==> src/commu_pkg.sv <==
// commu controller constants
package commu_pkg;

	// ------------------------------------------------------------
	// fx bus geometry
	// ------------------------------------------------------------
	localparam int FX_DW   = 8;
	localparam int FX_AW   = 16;
	localparam int MOD_IDW = 6;

	// offset field in address bits 7:0, page id just above it
	localparam int OFS_W    = 8;
	localparam int PAGE_LSB = OFS_W;

	// device index, shared by all three blocks
	localparam int DEV_W = 8;

	// ------------------------------------------------------------
	// register map
	// ------------------------------------------------------------
	localparam logic [OFS_W-1:0] REG_MOD_ID    = 8'h00;
	localparam logic [OFS_W-1:0] REG_NUM_DEV   = 8'h10;
	localparam logic [OFS_W-1:0] REG_SEND_EN   = 8'h14;
	localparam logic [OFS_W-1:0] REG_FRAME_CNT = 8'h20;
	localparam logic [OFS_W-1:0] REG_RETRY     = 8'h30;
	localparam logic [OFS_W-1:0] REG_DBG_BASE  = 8'h80;

	// scratch debug bank, 0x80..0x87
	localparam int DBG_NUM   = 8;
	localparam int DBG_IDX_W = $clog2(DBG_NUM);

	// ------------------------------------------------------------
	// reset values
	// ------------------------------------------------------------
	localparam logic [DEV_W-1:0] NUM_DEV_RST  = 8'd20;
	localparam logic [DEV_W-1:0] SEND_EN_RST  = 8'd1;
	// debug reg k comes up as base + k
	localparam logic [FX_DW-1:0] DBG_RST_BASE = 8'h80;

	// ------------------------------------------------------------
	// poll frame
	// ------------------------------------------------------------
	// header, device index, header xor index
	localparam logic [FX_DW-1:0] FRAME_HDR = 8'hA5;
	localparam int FRAME_LEN   = 3;
	localparam int FRAME_POS_W = $clog2(FRAME_LEN);

endpackage

==> src/commu_reg.sv <==
// fx bus register slave
`timescale 1ns/1ps

module commu_reg (
	input  logic                          clk_sys,
	input  logic                          rst_n,
	input  logic                          fx_wr,
	input  logic                          fx_rd,
	input  logic [commu_pkg::FX_AW-1:0]   fx_waddr,
	input  logic [commu_pkg::FX_AW-1:0]   fx_raddr,
	input  logic [commu_pkg::FX_DW-1:0]   fx_data,
	input  logic [commu_pkg::MOD_IDW-1:0] mod_id,
	input  logic [commu_pkg::DEV_W-1:0]   frame_cnt,
	output logic [commu_pkg::FX_DW-1:0]   fx_q,
	output logic [commu_pkg::DEV_W-1:0]   cfg_send_en,
	output logic [commu_pkg::DEV_W-1:0]   cfg_num_dev,
	output logic [commu_pkg::DEV_W-1:0]   cmd_retry
);

	import commu_pkg::*;

	// ------------------------------------------------------------
	// page decode
	// ------------------------------------------------------------
	logic             wr_hit;
	logic             rd_hit;
	logic [OFS_W-1:0] wr_ofs;
	logic [OFS_W-1:0] rd_ofs;
	logic             wr_dbg;
	logic             rd_dbg;

	// write and read pages are decoded independently
	assign wr_hit = fx_wr && (fx_waddr[PAGE_LSB +: MOD_IDW] == mod_id);
	assign rd_hit = fx_rd && (fx_raddr[PAGE_LSB +: MOD_IDW] == mod_id);
	assign wr_ofs = fx_waddr[OFS_W-1:0];
	assign rd_ofs = fx_raddr[OFS_W-1:0];

	// debug bank occupies one aligned block of DBG_NUM offsets
	assign wr_dbg = (wr_ofs[OFS_W-1:DBG_IDX_W] == REG_DBG_BASE[OFS_W-1:DBG_IDX_W]);
	assign rd_dbg = (rd_ofs[OFS_W-1:DBG_IDX_W] == REG_DBG_BASE[OFS_W-1:DBG_IDX_W]);

	// ------------------------------------------------------------
	// configuration and debug registers
	// ------------------------------------------------------------
	logic [FX_DW-1:0] dbg_q [DBG_NUM];

	always_ff @(posedge clk_sys or negedge rst_n) begin
		if (!rst_n) begin
			cfg_num_dev <= NUM_DEV_RST;
			cfg_send_en <= SEND_EN_RST;
			for (int k = 0; k < DBG_NUM; k++) begin
				dbg_q[k] <= DBG_RST_BASE + FX_DW'(k);
			end
		end else if (wr_hit) begin
			if (wr_dbg) begin
				dbg_q[wr_ofs[DBG_IDX_W-1:0]] <= fx_data;
			end else begin
				case (wr_ofs)
					REG_NUM_DEV: cfg_num_dev <= fx_data;
					REG_SEND_EN: cfg_send_en <= fx_data;
					default: ;
				endcase
			end
		end
	end

	// retry command, live only during the write cycle
	assign cmd_retry = (wr_hit && (wr_ofs == REG_RETRY)) ? fx_data : '0;

	// ------------------------------------------------------------
	// readback
	// ------------------------------------------------------------
	logic [FX_DW-1:0] rd_val;

	always_comb begin
		rd_val = '0;
		if (rd_dbg) begin
			rd_val = dbg_q[rd_ofs[DBG_IDX_W-1:0]];
		end else begin
			case (rd_ofs)
				REG_MOD_ID:    rd_val = FX_DW'(mod_id);
				REG_NUM_DEV:   rd_val = cfg_num_dev;
				REG_SEND_EN:   rd_val = cfg_send_en;
				REG_FRAME_CNT: rd_val = frame_cnt;
				// retry is write only, everything else unmapped
				default:       rd_val = '0;
			endcase
		end
	end

	// one cycle read latency, bus idles at zero
	always_ff @(posedge clk_sys or negedge rst_n) begin
		if (!rst_n) begin
			fx_q <= '0;
		end else if (rd_hit) begin
			fx_q <= rd_val;
		end else begin
			fx_q <= '0;
		end
	end

endmodule

==> src/commu_top.sv <==
// communication controller top
`timescale 1ns/1ps

module commu_top (
	input  logic                          clk_sys,
	input  logic                          rst_n,
	input  logic                          fx_wr,
	input  logic [commu_pkg::FX_AW-1:0]   fx_waddr,
	input  logic [commu_pkg::FX_DW-1:0]   fx_data,
	input  logic                          fx_rd,
	input  logic [commu_pkg::FX_AW-1:0]   fx_raddr,
	input  logic [commu_pkg::MOD_IDW-1:0] mod_id,
	input  logic                          tx_ready,
	output logic                          tx_valid,
	output logic [commu_pkg::FX_DW-1:0]   tx_data,
	output logic [commu_pkg::FX_DW-1:0]   fx_q
);

	import commu_pkg::*;

	// ------------------------------------------------------------
	// internal nets
	// ------------------------------------------------------------
	logic [DEV_W-1:0] cfg_send_en;
	logic [DEV_W-1:0] cfg_num_dev;
	logic [DEV_W-1:0] cmd_retry;
	logic [DEV_W-1:0] frame_cnt;
	logic [DEV_W-1:0] poll_dev;
	logic             poll_req;
	logic             poll_ack;

	// register slave on the fx bus
	commu_reg u_reg (
		.clk_sys     (clk_sys),
		.rst_n       (rst_n),
		.fx_wr       (fx_wr),
		.fx_rd       (fx_rd),
		.fx_waddr    (fx_waddr),
		.fx_raddr    (fx_raddr),
		.fx_data     (fx_data),
		.mod_id      (mod_id),
		.frame_cnt   (frame_cnt),
		.fx_q        (fx_q),
		.cfg_send_en (cfg_send_en),
		.cfg_num_dev (cfg_num_dev),
		.cmd_retry   (cmd_retry)
	);

	// device polling order
	poll_sched u_sched (
		.clk_sys     (clk_sys),
		.rst_n       (rst_n),
		.cfg_send_en (cfg_send_en),
		.cfg_num_dev (cfg_num_dev),
		.cmd_retry   (cmd_retry),
		.poll_ack    (poll_ack),
		.poll_req    (poll_req),
		.poll_dev    (poll_dev)
	);

	// frame out on the byte stream
	tx_framer u_tx (
		.clk_sys   (clk_sys),
		.rst_n     (rst_n),
		.poll_req  (poll_req),
		.poll_dev  (poll_dev),
		.tx_ready  (tx_ready),
		.poll_ack  (poll_ack),
		.tx_valid  (tx_valid),
		.tx_data   (tx_data),
		.frame_cnt (frame_cnt)
	);

endmodule

==> src/poll_sched.sv <==
// round-robin poll scheduler
`timescale 1ns/1ps

module poll_sched (
	input  logic                        clk_sys,
	input  logic                        rst_n,
	input  logic [commu_pkg::DEV_W-1:0] cfg_send_en,
	input  logic [commu_pkg::DEV_W-1:0] cfg_num_dev,
	input  logic [commu_pkg::DEV_W-1:0] cmd_retry,
	input  logic                        poll_ack,
	output logic                        poll_req,
	output logic [commu_pkg::DEV_W-1:0] poll_dev
);

	import commu_pkg::*;

	logic             rr_en;
	logic             issue;
	logic             handshake;
	logic             req_rr;
	logic             pend_vld;
	logic [DEV_W-1:0] pend_dev;
	logic [DEV_W-1:0] rr_idx;
	logic [DEV_W:0]   rr_inc;

	// round robin only when enabled and at least one device
	assign rr_en     = cfg_send_en[0] && (cfg_num_dev != '0);
	assign issue     = !poll_req && (pend_vld || rr_en);
	assign handshake = poll_req && poll_ack;
	assign rr_inc    = {1'b0, rr_idx} + 1'b1;

	// ------------------------------------------------------------
	// pending retry slot
	// ------------------------------------------------------------
	// a new retry always wins over consumption in the same cycle
	always_ff @(posedge clk_sys or negedge rst_n) begin
		if (!rst_n) begin
			pend_vld <= 1'b0;
		end else if (cmd_retry != '0) begin
			pend_vld <= 1'b1;
		end else if (issue && pend_vld) begin
			pend_vld <= 1'b0;
		end
	end

	// later retry overwrites the earlier one
	always_ff @(posedge clk_sys) begin
		if (cmd_retry != '0) begin
			pend_dev <= cmd_retry;
		end
	end

	// ------------------------------------------------------------
	// request register
	// ------------------------------------------------------------
	always_ff @(posedge clk_sys or negedge rst_n) begin
		if (!rst_n) begin
			poll_req <= 1'b0;
			req_rr   <= 1'b0;
		end else if (issue) begin
			poll_req <= 1'b1;
			req_rr   <= !pend_vld;
		end else if (handshake) begin
			poll_req <= 1'b0;
		end
	end

	// retry first, otherwise current rr index
	always_ff @(posedge clk_sys) begin
		if (issue) begin
			poll_dev <= pend_vld ? pend_dev : rr_idx;
		end
	end

	// ------------------------------------------------------------
	// round-robin index
	// ------------------------------------------------------------
	// moves only on accepted rr requests; wraps also when num_dev shrank
	always_ff @(posedge clk_sys or negedge rst_n) begin
		if (!rst_n) begin
			rr_idx <= '0;
		end else if (handshake && req_rr) begin
			if (rr_inc >= {1'b0, cfg_num_dev}) begin
				rr_idx <= '0;
			end else begin
				rr_idx <= rr_inc[DEV_W-1:0];
			end
		end
	end

endmodule

==> src/tx_framer.sv <==
// poll frame transmitter
`timescale 1ns/1ps

module tx_framer (
	input  logic                        clk_sys,
	input  logic                        rst_n,
	input  logic                        poll_req,
	input  logic [commu_pkg::DEV_W-1:0] poll_dev,
	input  logic                        tx_ready,
	output logic                        poll_ack,
	output logic                        tx_valid,
	output logic [commu_pkg::FX_DW-1:0] tx_data,
	output logic [commu_pkg::DEV_W-1:0] frame_cnt
);

	import commu_pkg::*;

	logic                   busy;
	logic [FRAME_POS_W-1:0] pos;
	logic [DEV_W-1:0]       dev_lat;
	logic                   accept;
	logic                   beat;
	logic                   last_beat;

	// new request taken only between frames
	assign poll_ack  = !busy;
	assign accept    = poll_req && poll_ack;
	assign beat      = tx_valid && tx_ready;
	assign last_beat = beat && (pos == FRAME_POS_W'(FRAME_LEN - 1));

	// ------------------------------------------------------------
	// byte position FSM
	// ------------------------------------------------------------
	always_ff @(posedge clk_sys or negedge rst_n) begin
		if (!rst_n) begin
			busy <= 1'b0;
			pos  <= '0;
		end else if (accept) begin
			busy <= 1'b1;
			pos  <= '0;
		end else if (last_beat) begin
			busy <= 1'b0;
			pos  <= '0;
		end else if (beat) begin
			pos <= pos + 1'b1;
		end
	end

	// device index held for the whole frame
	always_ff @(posedge clk_sys) begin
		if (accept) begin
			dev_lat <= poll_dev;
		end
	end

	// ------------------------------------------------------------
	// stream output
	// ------------------------------------------------------------
	assign tx_valid = busy;

	// stable while stalled since pos and dev_lat hold
	always_comb begin
		case (pos)
			FRAME_POS_W'(0): tx_data = FRAME_HDR;
			FRAME_POS_W'(1): tx_data = dev_lat;
			default:         tx_data = FRAME_HDR ^ dev_lat;
		endcase
	end

	// completed frames, wraps at 256
	always_ff @(posedge clk_sys or negedge rst_n) begin
		if (!rst_n) begin
			frame_cnt <= '0;
		end else if (last_beat) begin
			frame_cnt <= frame_cnt + 1'b1;
		end
	end

endmodule
==> config.mk <==
export PLATFORM = sky130hd
export DESIGN_NAME = commu_top
export DESIGN_NICKNAME = d
export VERILOG_FILES = /design/src/commu_pkg.sv /design/src/commu_reg.sv /design/src/commu_top.sv /design/src/poll_sched.sv /design/src/tx_framer.sv
export SDC_FILE = /design/constraint.sdc
export NUM_CORES = 1
export LEC_CHECK = 0
export ABC_CLOCK_PERIOD_IN_PS = 2100
export BUFFER_PORTS_ARGS = -buffer_cell sky130_fd_sc_hd__buf_2
export CELL_PAD_IN_SITES_DETAIL_PLACEMENT = 1
export CELL_PAD_IN_SITES_GLOBAL_PLACEMENT = 1
export CORE_MARGIN = 5
export CORE_UTILIZATION = 44
export CTS_CLUSTER_DIAMETER = 40
export CTS_CLUSTER_SIZE = 24
export DETAILED_ROUTE_END_ITERATION = 6
export PLACE_DENSITY_LB_ADDON = 0.1
export SLEW_MARGIN = 20
export SYNTH_ARGS = -nofsm -noshare
export SYNTH_HDL_FRONTEND = slang
export SYNTH_HIERARCHICAL = 1
export SYNTH_SLANG_ARGS = --single-unit
==> constraint.sdc <==
create_clock -name clk_sys -period 2.1 [get_ports clk_sys]
set_input_delay 0.21 -clock clk_sys [delete_from_list [all_inputs] [get_ports clk_sys]]
set_output_delay 0.21 -clock clk_sys [all_outputs]
set_load 0.02 [all_outputs]
* Word level (Yosys, flattened, before mapping)
Index checks and enable logic that the tools add are counted.
** Word-level totals
- Flip-flop bits (word level) :: 134
- Bits of input ports :: 51
- Output and inout port bits :: 17
- Logic and storage cells :: 92
** Cells by class
- $add $sub $neg :: 3
- $lt $le $gt $ge :: 4
- Equality and inequality tests :: 12
- Multiplexer cells :: 22
- Bitwise gates (word level) :: 4
- Reductions and logical operators :: 26
** Operators with widths (count)
- $bwmux 64 :: 1
- $mux 8 :: 8
- $eq 8x5->1 const B :: 4
- $pmux 8 s4 :: 1
- $bmux 8 s3 :: 1
- $demux 8 s3 :: 1
- $eq 8x6->1 const B :: 2
- $pmux 8 s2 :: 1
- $reduce_bool 8->1 :: 2
- $eq 6x6->1 :: 2
- $logic_and 1x1->1 :: 11
- $eq 5x5->1 const B :: 2
- $add 8x1->9 const B :: 1
- $ge 9x8->1 :: 1
- $add 8x1->8 const B :: 1
- $ge 4x4->1 const B :: 2
- $logic_not 8->1 :: 1
- $not 3->4 :: 2
- $mux 1 :: 6
- $mux 2 :: 3
- $reduce_and 3->1 :: 2
- $reduce_bool 2->1 :: 3
- $lt 4x1->1 const B :: 1
- $not 4->4 :: 1
- other kinds (9) :: 11

* Depth between registers and ports, before layout
- Depth in word-level cells :: 7
- Gate-level depth with buffers :: 9

* Cells and area by module
Netlist, hierarchy kept.
** Modules (own cells, without submodules)
- commu_reg :: instances 1, cells each 350, area each 4534.3 um^2, sequential area each 2230.9 um^2
- poll_sched :: instances 1, cells each 127, area each 1456.4 um^2, sequential area each 755.7 um^2
- tx_framer :: instances 1, cells each 67, area each 838.3 um^2, sequential area each 515.5 um^2

* Least setup slack after synthesis
No wires, ideal clock.
- Path type :: input to register
- Start :: input port mod_id[3] (netlist bit)
- End :: register u_reg/cfg_send_en[1] (netlist bit)
- Library setup time :: 0.125 ns
- Arrival :: 2.132 ns
- Setup slack :: -0.157 ns
- Stages :: 7
- Cells stage by stage :: nor2b_4 or4b_4 or2_1 buf_6 or4_4 buf_6 mux2_4
** On the way
- Longest elaborated chain between the ends :: 3
** RTL lines
- start: declaration :: RTL line commu_top.sv:12 : input logic [commu_pkg::MOD_IDW-1:0] mod_id,
- $eq 6x6->1 :: RTL line commu_reg.sv:33 : assign wr_hit = fx_wr && (fx_waddr[PAGE_LSB +: MOD_IDW] == mod_id);
- $logic_and 1x1->1 :: RTL line commu_reg.sv:33
- $reduce_and 3->1 (no line)
- end signal: assignment :: RTL line commu_reg.sv:60 : REG_SEND_EN: cfg_send_en <= fx_data;
- end: declaration :: RTL line commu_reg.sv:15 : output logic [commu_pkg::DEV_W-1:0] cfg_send_en,
Every way passes these cells.
A chain may end at the register's enable or synchronous reset.

* Final worst setup path
- Start :: register u_sched.rr_idx[0]
- End :: register u_sched.rr_idx[5]
** On the way
- Longest elaborated chain between the ends :: 3
** RTL lines
- start: declaration :: RTL line poll_sched.sv:23 : logic [DEV_W-1:0] rr_idx;
- start signal: assignment :: RTL line poll_sched.sv:86 : rr_idx <= rr_inc[DEV_W-1:0];
- $add 8x1->9 (*) :: RTL line poll_sched.sv:30 : assign rr_inc = {1'b0, rr_idx} + 1'b1;
- $ge 9x8->1 :: RTL line poll_sched.sv:83 : if (rr_inc >= {1'b0, cfg_num_dev}) begin
- $mux 8 (*) :: RTL line poll_sched.sv:83
Mark *: on every way between the ends. The rest lies on a longest branch, timed or not.

==> impl_metrics.ini <==
[clocking]
clkSlewWorstSetupHoldPaths_ps = 60
cts_made_buffers = 17
clock_path_buffers = 2
cts_tree = done
h-tree-depth = 4
cts.sinks = 134
root_buffer = clkbuf_16
clk_latency_ps = 420

[setup_path]
critPathKind = reg -> reg
crit_family = compound AO/OA/AOI/OAI gates
critPathMaxStageDelay_ps = 410
critPathSlowestCell = a2111oi_4
worstPathMaxFanout = 5
cp-start-kind = flip-flop
setup.worst_path.end_class = flip-flop
path_cells = ha_4, nand3_4, nor2_4, xor2_2, ha_1, a2111oi_4, o21a_2, o21ai_4, o21ai_1
worst-path-buf-inv = 0
crit_arrival_ps = 2550
cp_data_required_time_ps = 2450

[logic_synthesis]
postSynthAreaPerCell_sq_um = 12.6
synth_edf_count = 24
ys_ff_latch = 134
synth_area_sq_um = 6830
ys_seq_area_share_pct = 51.3
async_flop_share_pct = 82.1
synthCells = 544
synth_nets = 605
yosys_warnings = 6
synth_ff_type = dfrtp_1
synth.distinct_cells = 64

[floorplanning]
fp.dieArea_sq_um = 18100
num_rows = 45
die_w_microns = 135
start_util_pct = 44.9
die_h_microns = 135
io_pins = 68
core_sq_um = 15200

[timing]
rsz0062_at_grt = yes
fin_crit_ps = 2210
final_max_slew_viol_count = 0
skew_ps = 7.39
whs_ps = 89.6
worst_pin_slew_ps = 686
finalWorstSetupSlack_ps = -107
setup_tns_ps = -703
finalHoldViolations = 0
relSlewSlack_pct = 54.2
period_share_pct = 105
timing.fmax_mhz = 453
finalSetupViolCount = 8

[route]
drt-wirelength-per-cell_microns = 22.0
drc = 0
vias = 4776
vias_per_cell = 5.63
ant_nets = 0
initialDrtViolationCount = 254
first_pass_iters = 4
totalWireLength_microns = 18700

[cells_and_area]
mostFrequentLayoutCell = dfrtp_1
final_cell_mix = 87 x dfrtp_1, 79 x mux2_2, 62 x buf_2
layout.cells.non_filler = 848
diodes = 0
fin_nets = 708
syn_to_final_growth_pct = 22.3
layout-drive-gt1-share_pct = 45.3

[power]
pwr-share-clk_pct = 44.2
power_frac_comb_pct = 11.5
ir_drop_mv = 0.577
swShare_pct = 27.8
seqPwrFrac_pct = 44.3
p_per_area_nw_per_um2 = 756
p_leak_nw = 3.71
p_int_mw = 4.56
switchingPower_mw = 1.75

[job]
cap_viol_max_count = 0

[grt]
grt_pass1_vias = 5235
grt_max_degree = 40
grt_overflow = 0
gr-usage-all-layers_pct = 21.4
grt_pass1_wl_microns = 29600
antenna_found_initial = 0

[placement]
globalplace.congestion = 0.850
placed_cells = 811
place_hpwl_microns = 13500
port_buffers = 63

[hold_path]
hold_class = in -> reg

[status]
violations = setup timing
status = finished with violations
-- layout make-up --
cell class | count | area (sq um)
flip-flops and latches | 134 | 3500
clock inverters | 12 | 93.8
inverters | 13 | 48.8
well taps | 188 | 235
fillers | 1571 | 6850
clock buffers | 20 | 458
repair buffers | 120 | 811
multi-input cells | 361 | 3200
-- per-layer routing --
| metal | global-route usage (%) | vias to the layer above | part of all wire, % |
|---|---|---|---|
| li1 | - | 2198 | - |
| met1 | 29.6 | 2469 | 46 |
| met2 | 34.6 | 96 | 49 |
| met3 | 4.55 | 13 | 4.7 |
| met4 | 5.60 | 0 | 1.0 |
| met5 | 0 | - | 0 |
-- path summary, 6_finish.rpt --
check / startpoint / to / slack [ps] / cells after the start
hold reg to reg: u_sched/poll_dev[4] / u_tx/dev_lat[4] / 420 / 0
setup / recovery: u_sched/rr_idx[0] / u_sched/rr_idx[5] / -110 / 9
min in group asynchronous: rst_n / u_reg/dbg_q[51] / 280 / 2
max in group asynchronous: rst_n / u_reg/dbg_q[1] / 1080 / 3
setup reg to reg: u_sched/rr_idx[0] / u_sched/rr_idx[5] / -110 / 9
hold / removal: tx_ready / u_tx/pos[1] / 90 / 3
-- state kept, by name, indices dropped and copies added (netlist names) --
name	flops
u_reg/fx_q	8
u_sched/rr_idx	8
u_sched/req_rr	1
u_sched/poll_dev	8
u_reg/cfg_send_en	8
u_sched/pend_vld	1
u_sched/pend_dev	8
u_reg/dbg_q	64
u_sched/poll_req	1
u_tx/pos	2
u_tx/dev_lat	8
u_reg/cfg_num_dev	8
u_tx/frame_cnt	8
u_tx/tx_valid	1
-- worst reg2reg max path, cell delays in order (launching register included) --
cell and delay (ps):
dfrtp_1 400, ha_4 170, nand3_4 70, nor2_4 150, xor2_2 170, ha_1 290, a2111oi_4 410, o21a_2 250
o21ai_4 90, o21ai_1 140
-- metrics by stage --
step / setup WS, ps / power (mW) / instance area, sq um / utilization, %
after global placement: -262 / 3.55 / 7650 / 50.3
after global routing: -232 / 6.57 / 8350 / 54.9
after floorplan: -103 / 3.25 / 6840 / -
after CTS: -70.7 / 6.36 / 8260 / 54.3
final: -107 / 6.31 / 8350 / 54.9
after detailed placement: -473 / 3.58 / 7650 / 50.3
-- logic make-up (layout without fill, tap and decap cells) --
family | Yosys count | count (layout) | synth area share (%)
AND/OR/NAND/NOR | 137 | 137 | 11.8
AO/OA/AOI/OAI | 65 | 65 | 6.65
multiplexers | 127 | 127 | 22.1
flip-flops | 134 | 134 | 51.3
XOR/XNOR | 22 | 22 | 2.93
buffers and inverters | 49 | 165 | 3.43
adder cells (fa/ha/maj) | 10 | 10 | 1.83
-- repair_timing --
action	CTS	global route
setup endpoints to repair	15	17
setup buffers	2	2
hold endpoints to repair	24	0
pin swaps	4	9
gates resized for setup	5	13
hold buffers	1	0
cloned	0	0
-- power groups by stage --
stage,Sequential (mW),Clock (mW),Combinational (mW)
floorplan,2.79,0,0.463
global placement,2.84,0,0.706
detailed placement,2.84,0,0.732
CTS,2.80,2.82,0.739
global route,2.80,2.97,0.794
finish,2.80,2.79,0.729
-- cell usage after synthesis (all sizes together) (2+ instances only) --
library cell	count	share of area [%]
a221oi	7	0.90
or4b	2	0.35
nor4	12	1.4
a2111oi	4	1.2
xor2	12	1.5
nor2	21	1.2
buf	13	1.2
o21ai	22	1.7
xnor2	10	1.4
a22oi	3	0.33
and4	2	0.26
a21o	3	0.33
nand2b	3	0.38
and3	2	0.18
clkbuf	19	1.0
a21oi	14	1.0
nand4	4	0.37
or4	3	0.38
dfrtp	87	32
o22ai	7	0.64
or3	5	0.53
nor3	9	0.73
ha	10	1.8
nand2	33	1.8
dlygate4sd1	4	0.51
o21a	2	0.24
and2	3	0.27
nand3	19	1.4
nor2b	11	1.1
inv	13	0.71
dfstp	23	8.8
mux4	8	2.6
edfxtp	24	11
or2b	2	0.24
mux2i	32	4.7
mux2	87	15
Power figures use the tool's default switching activity.
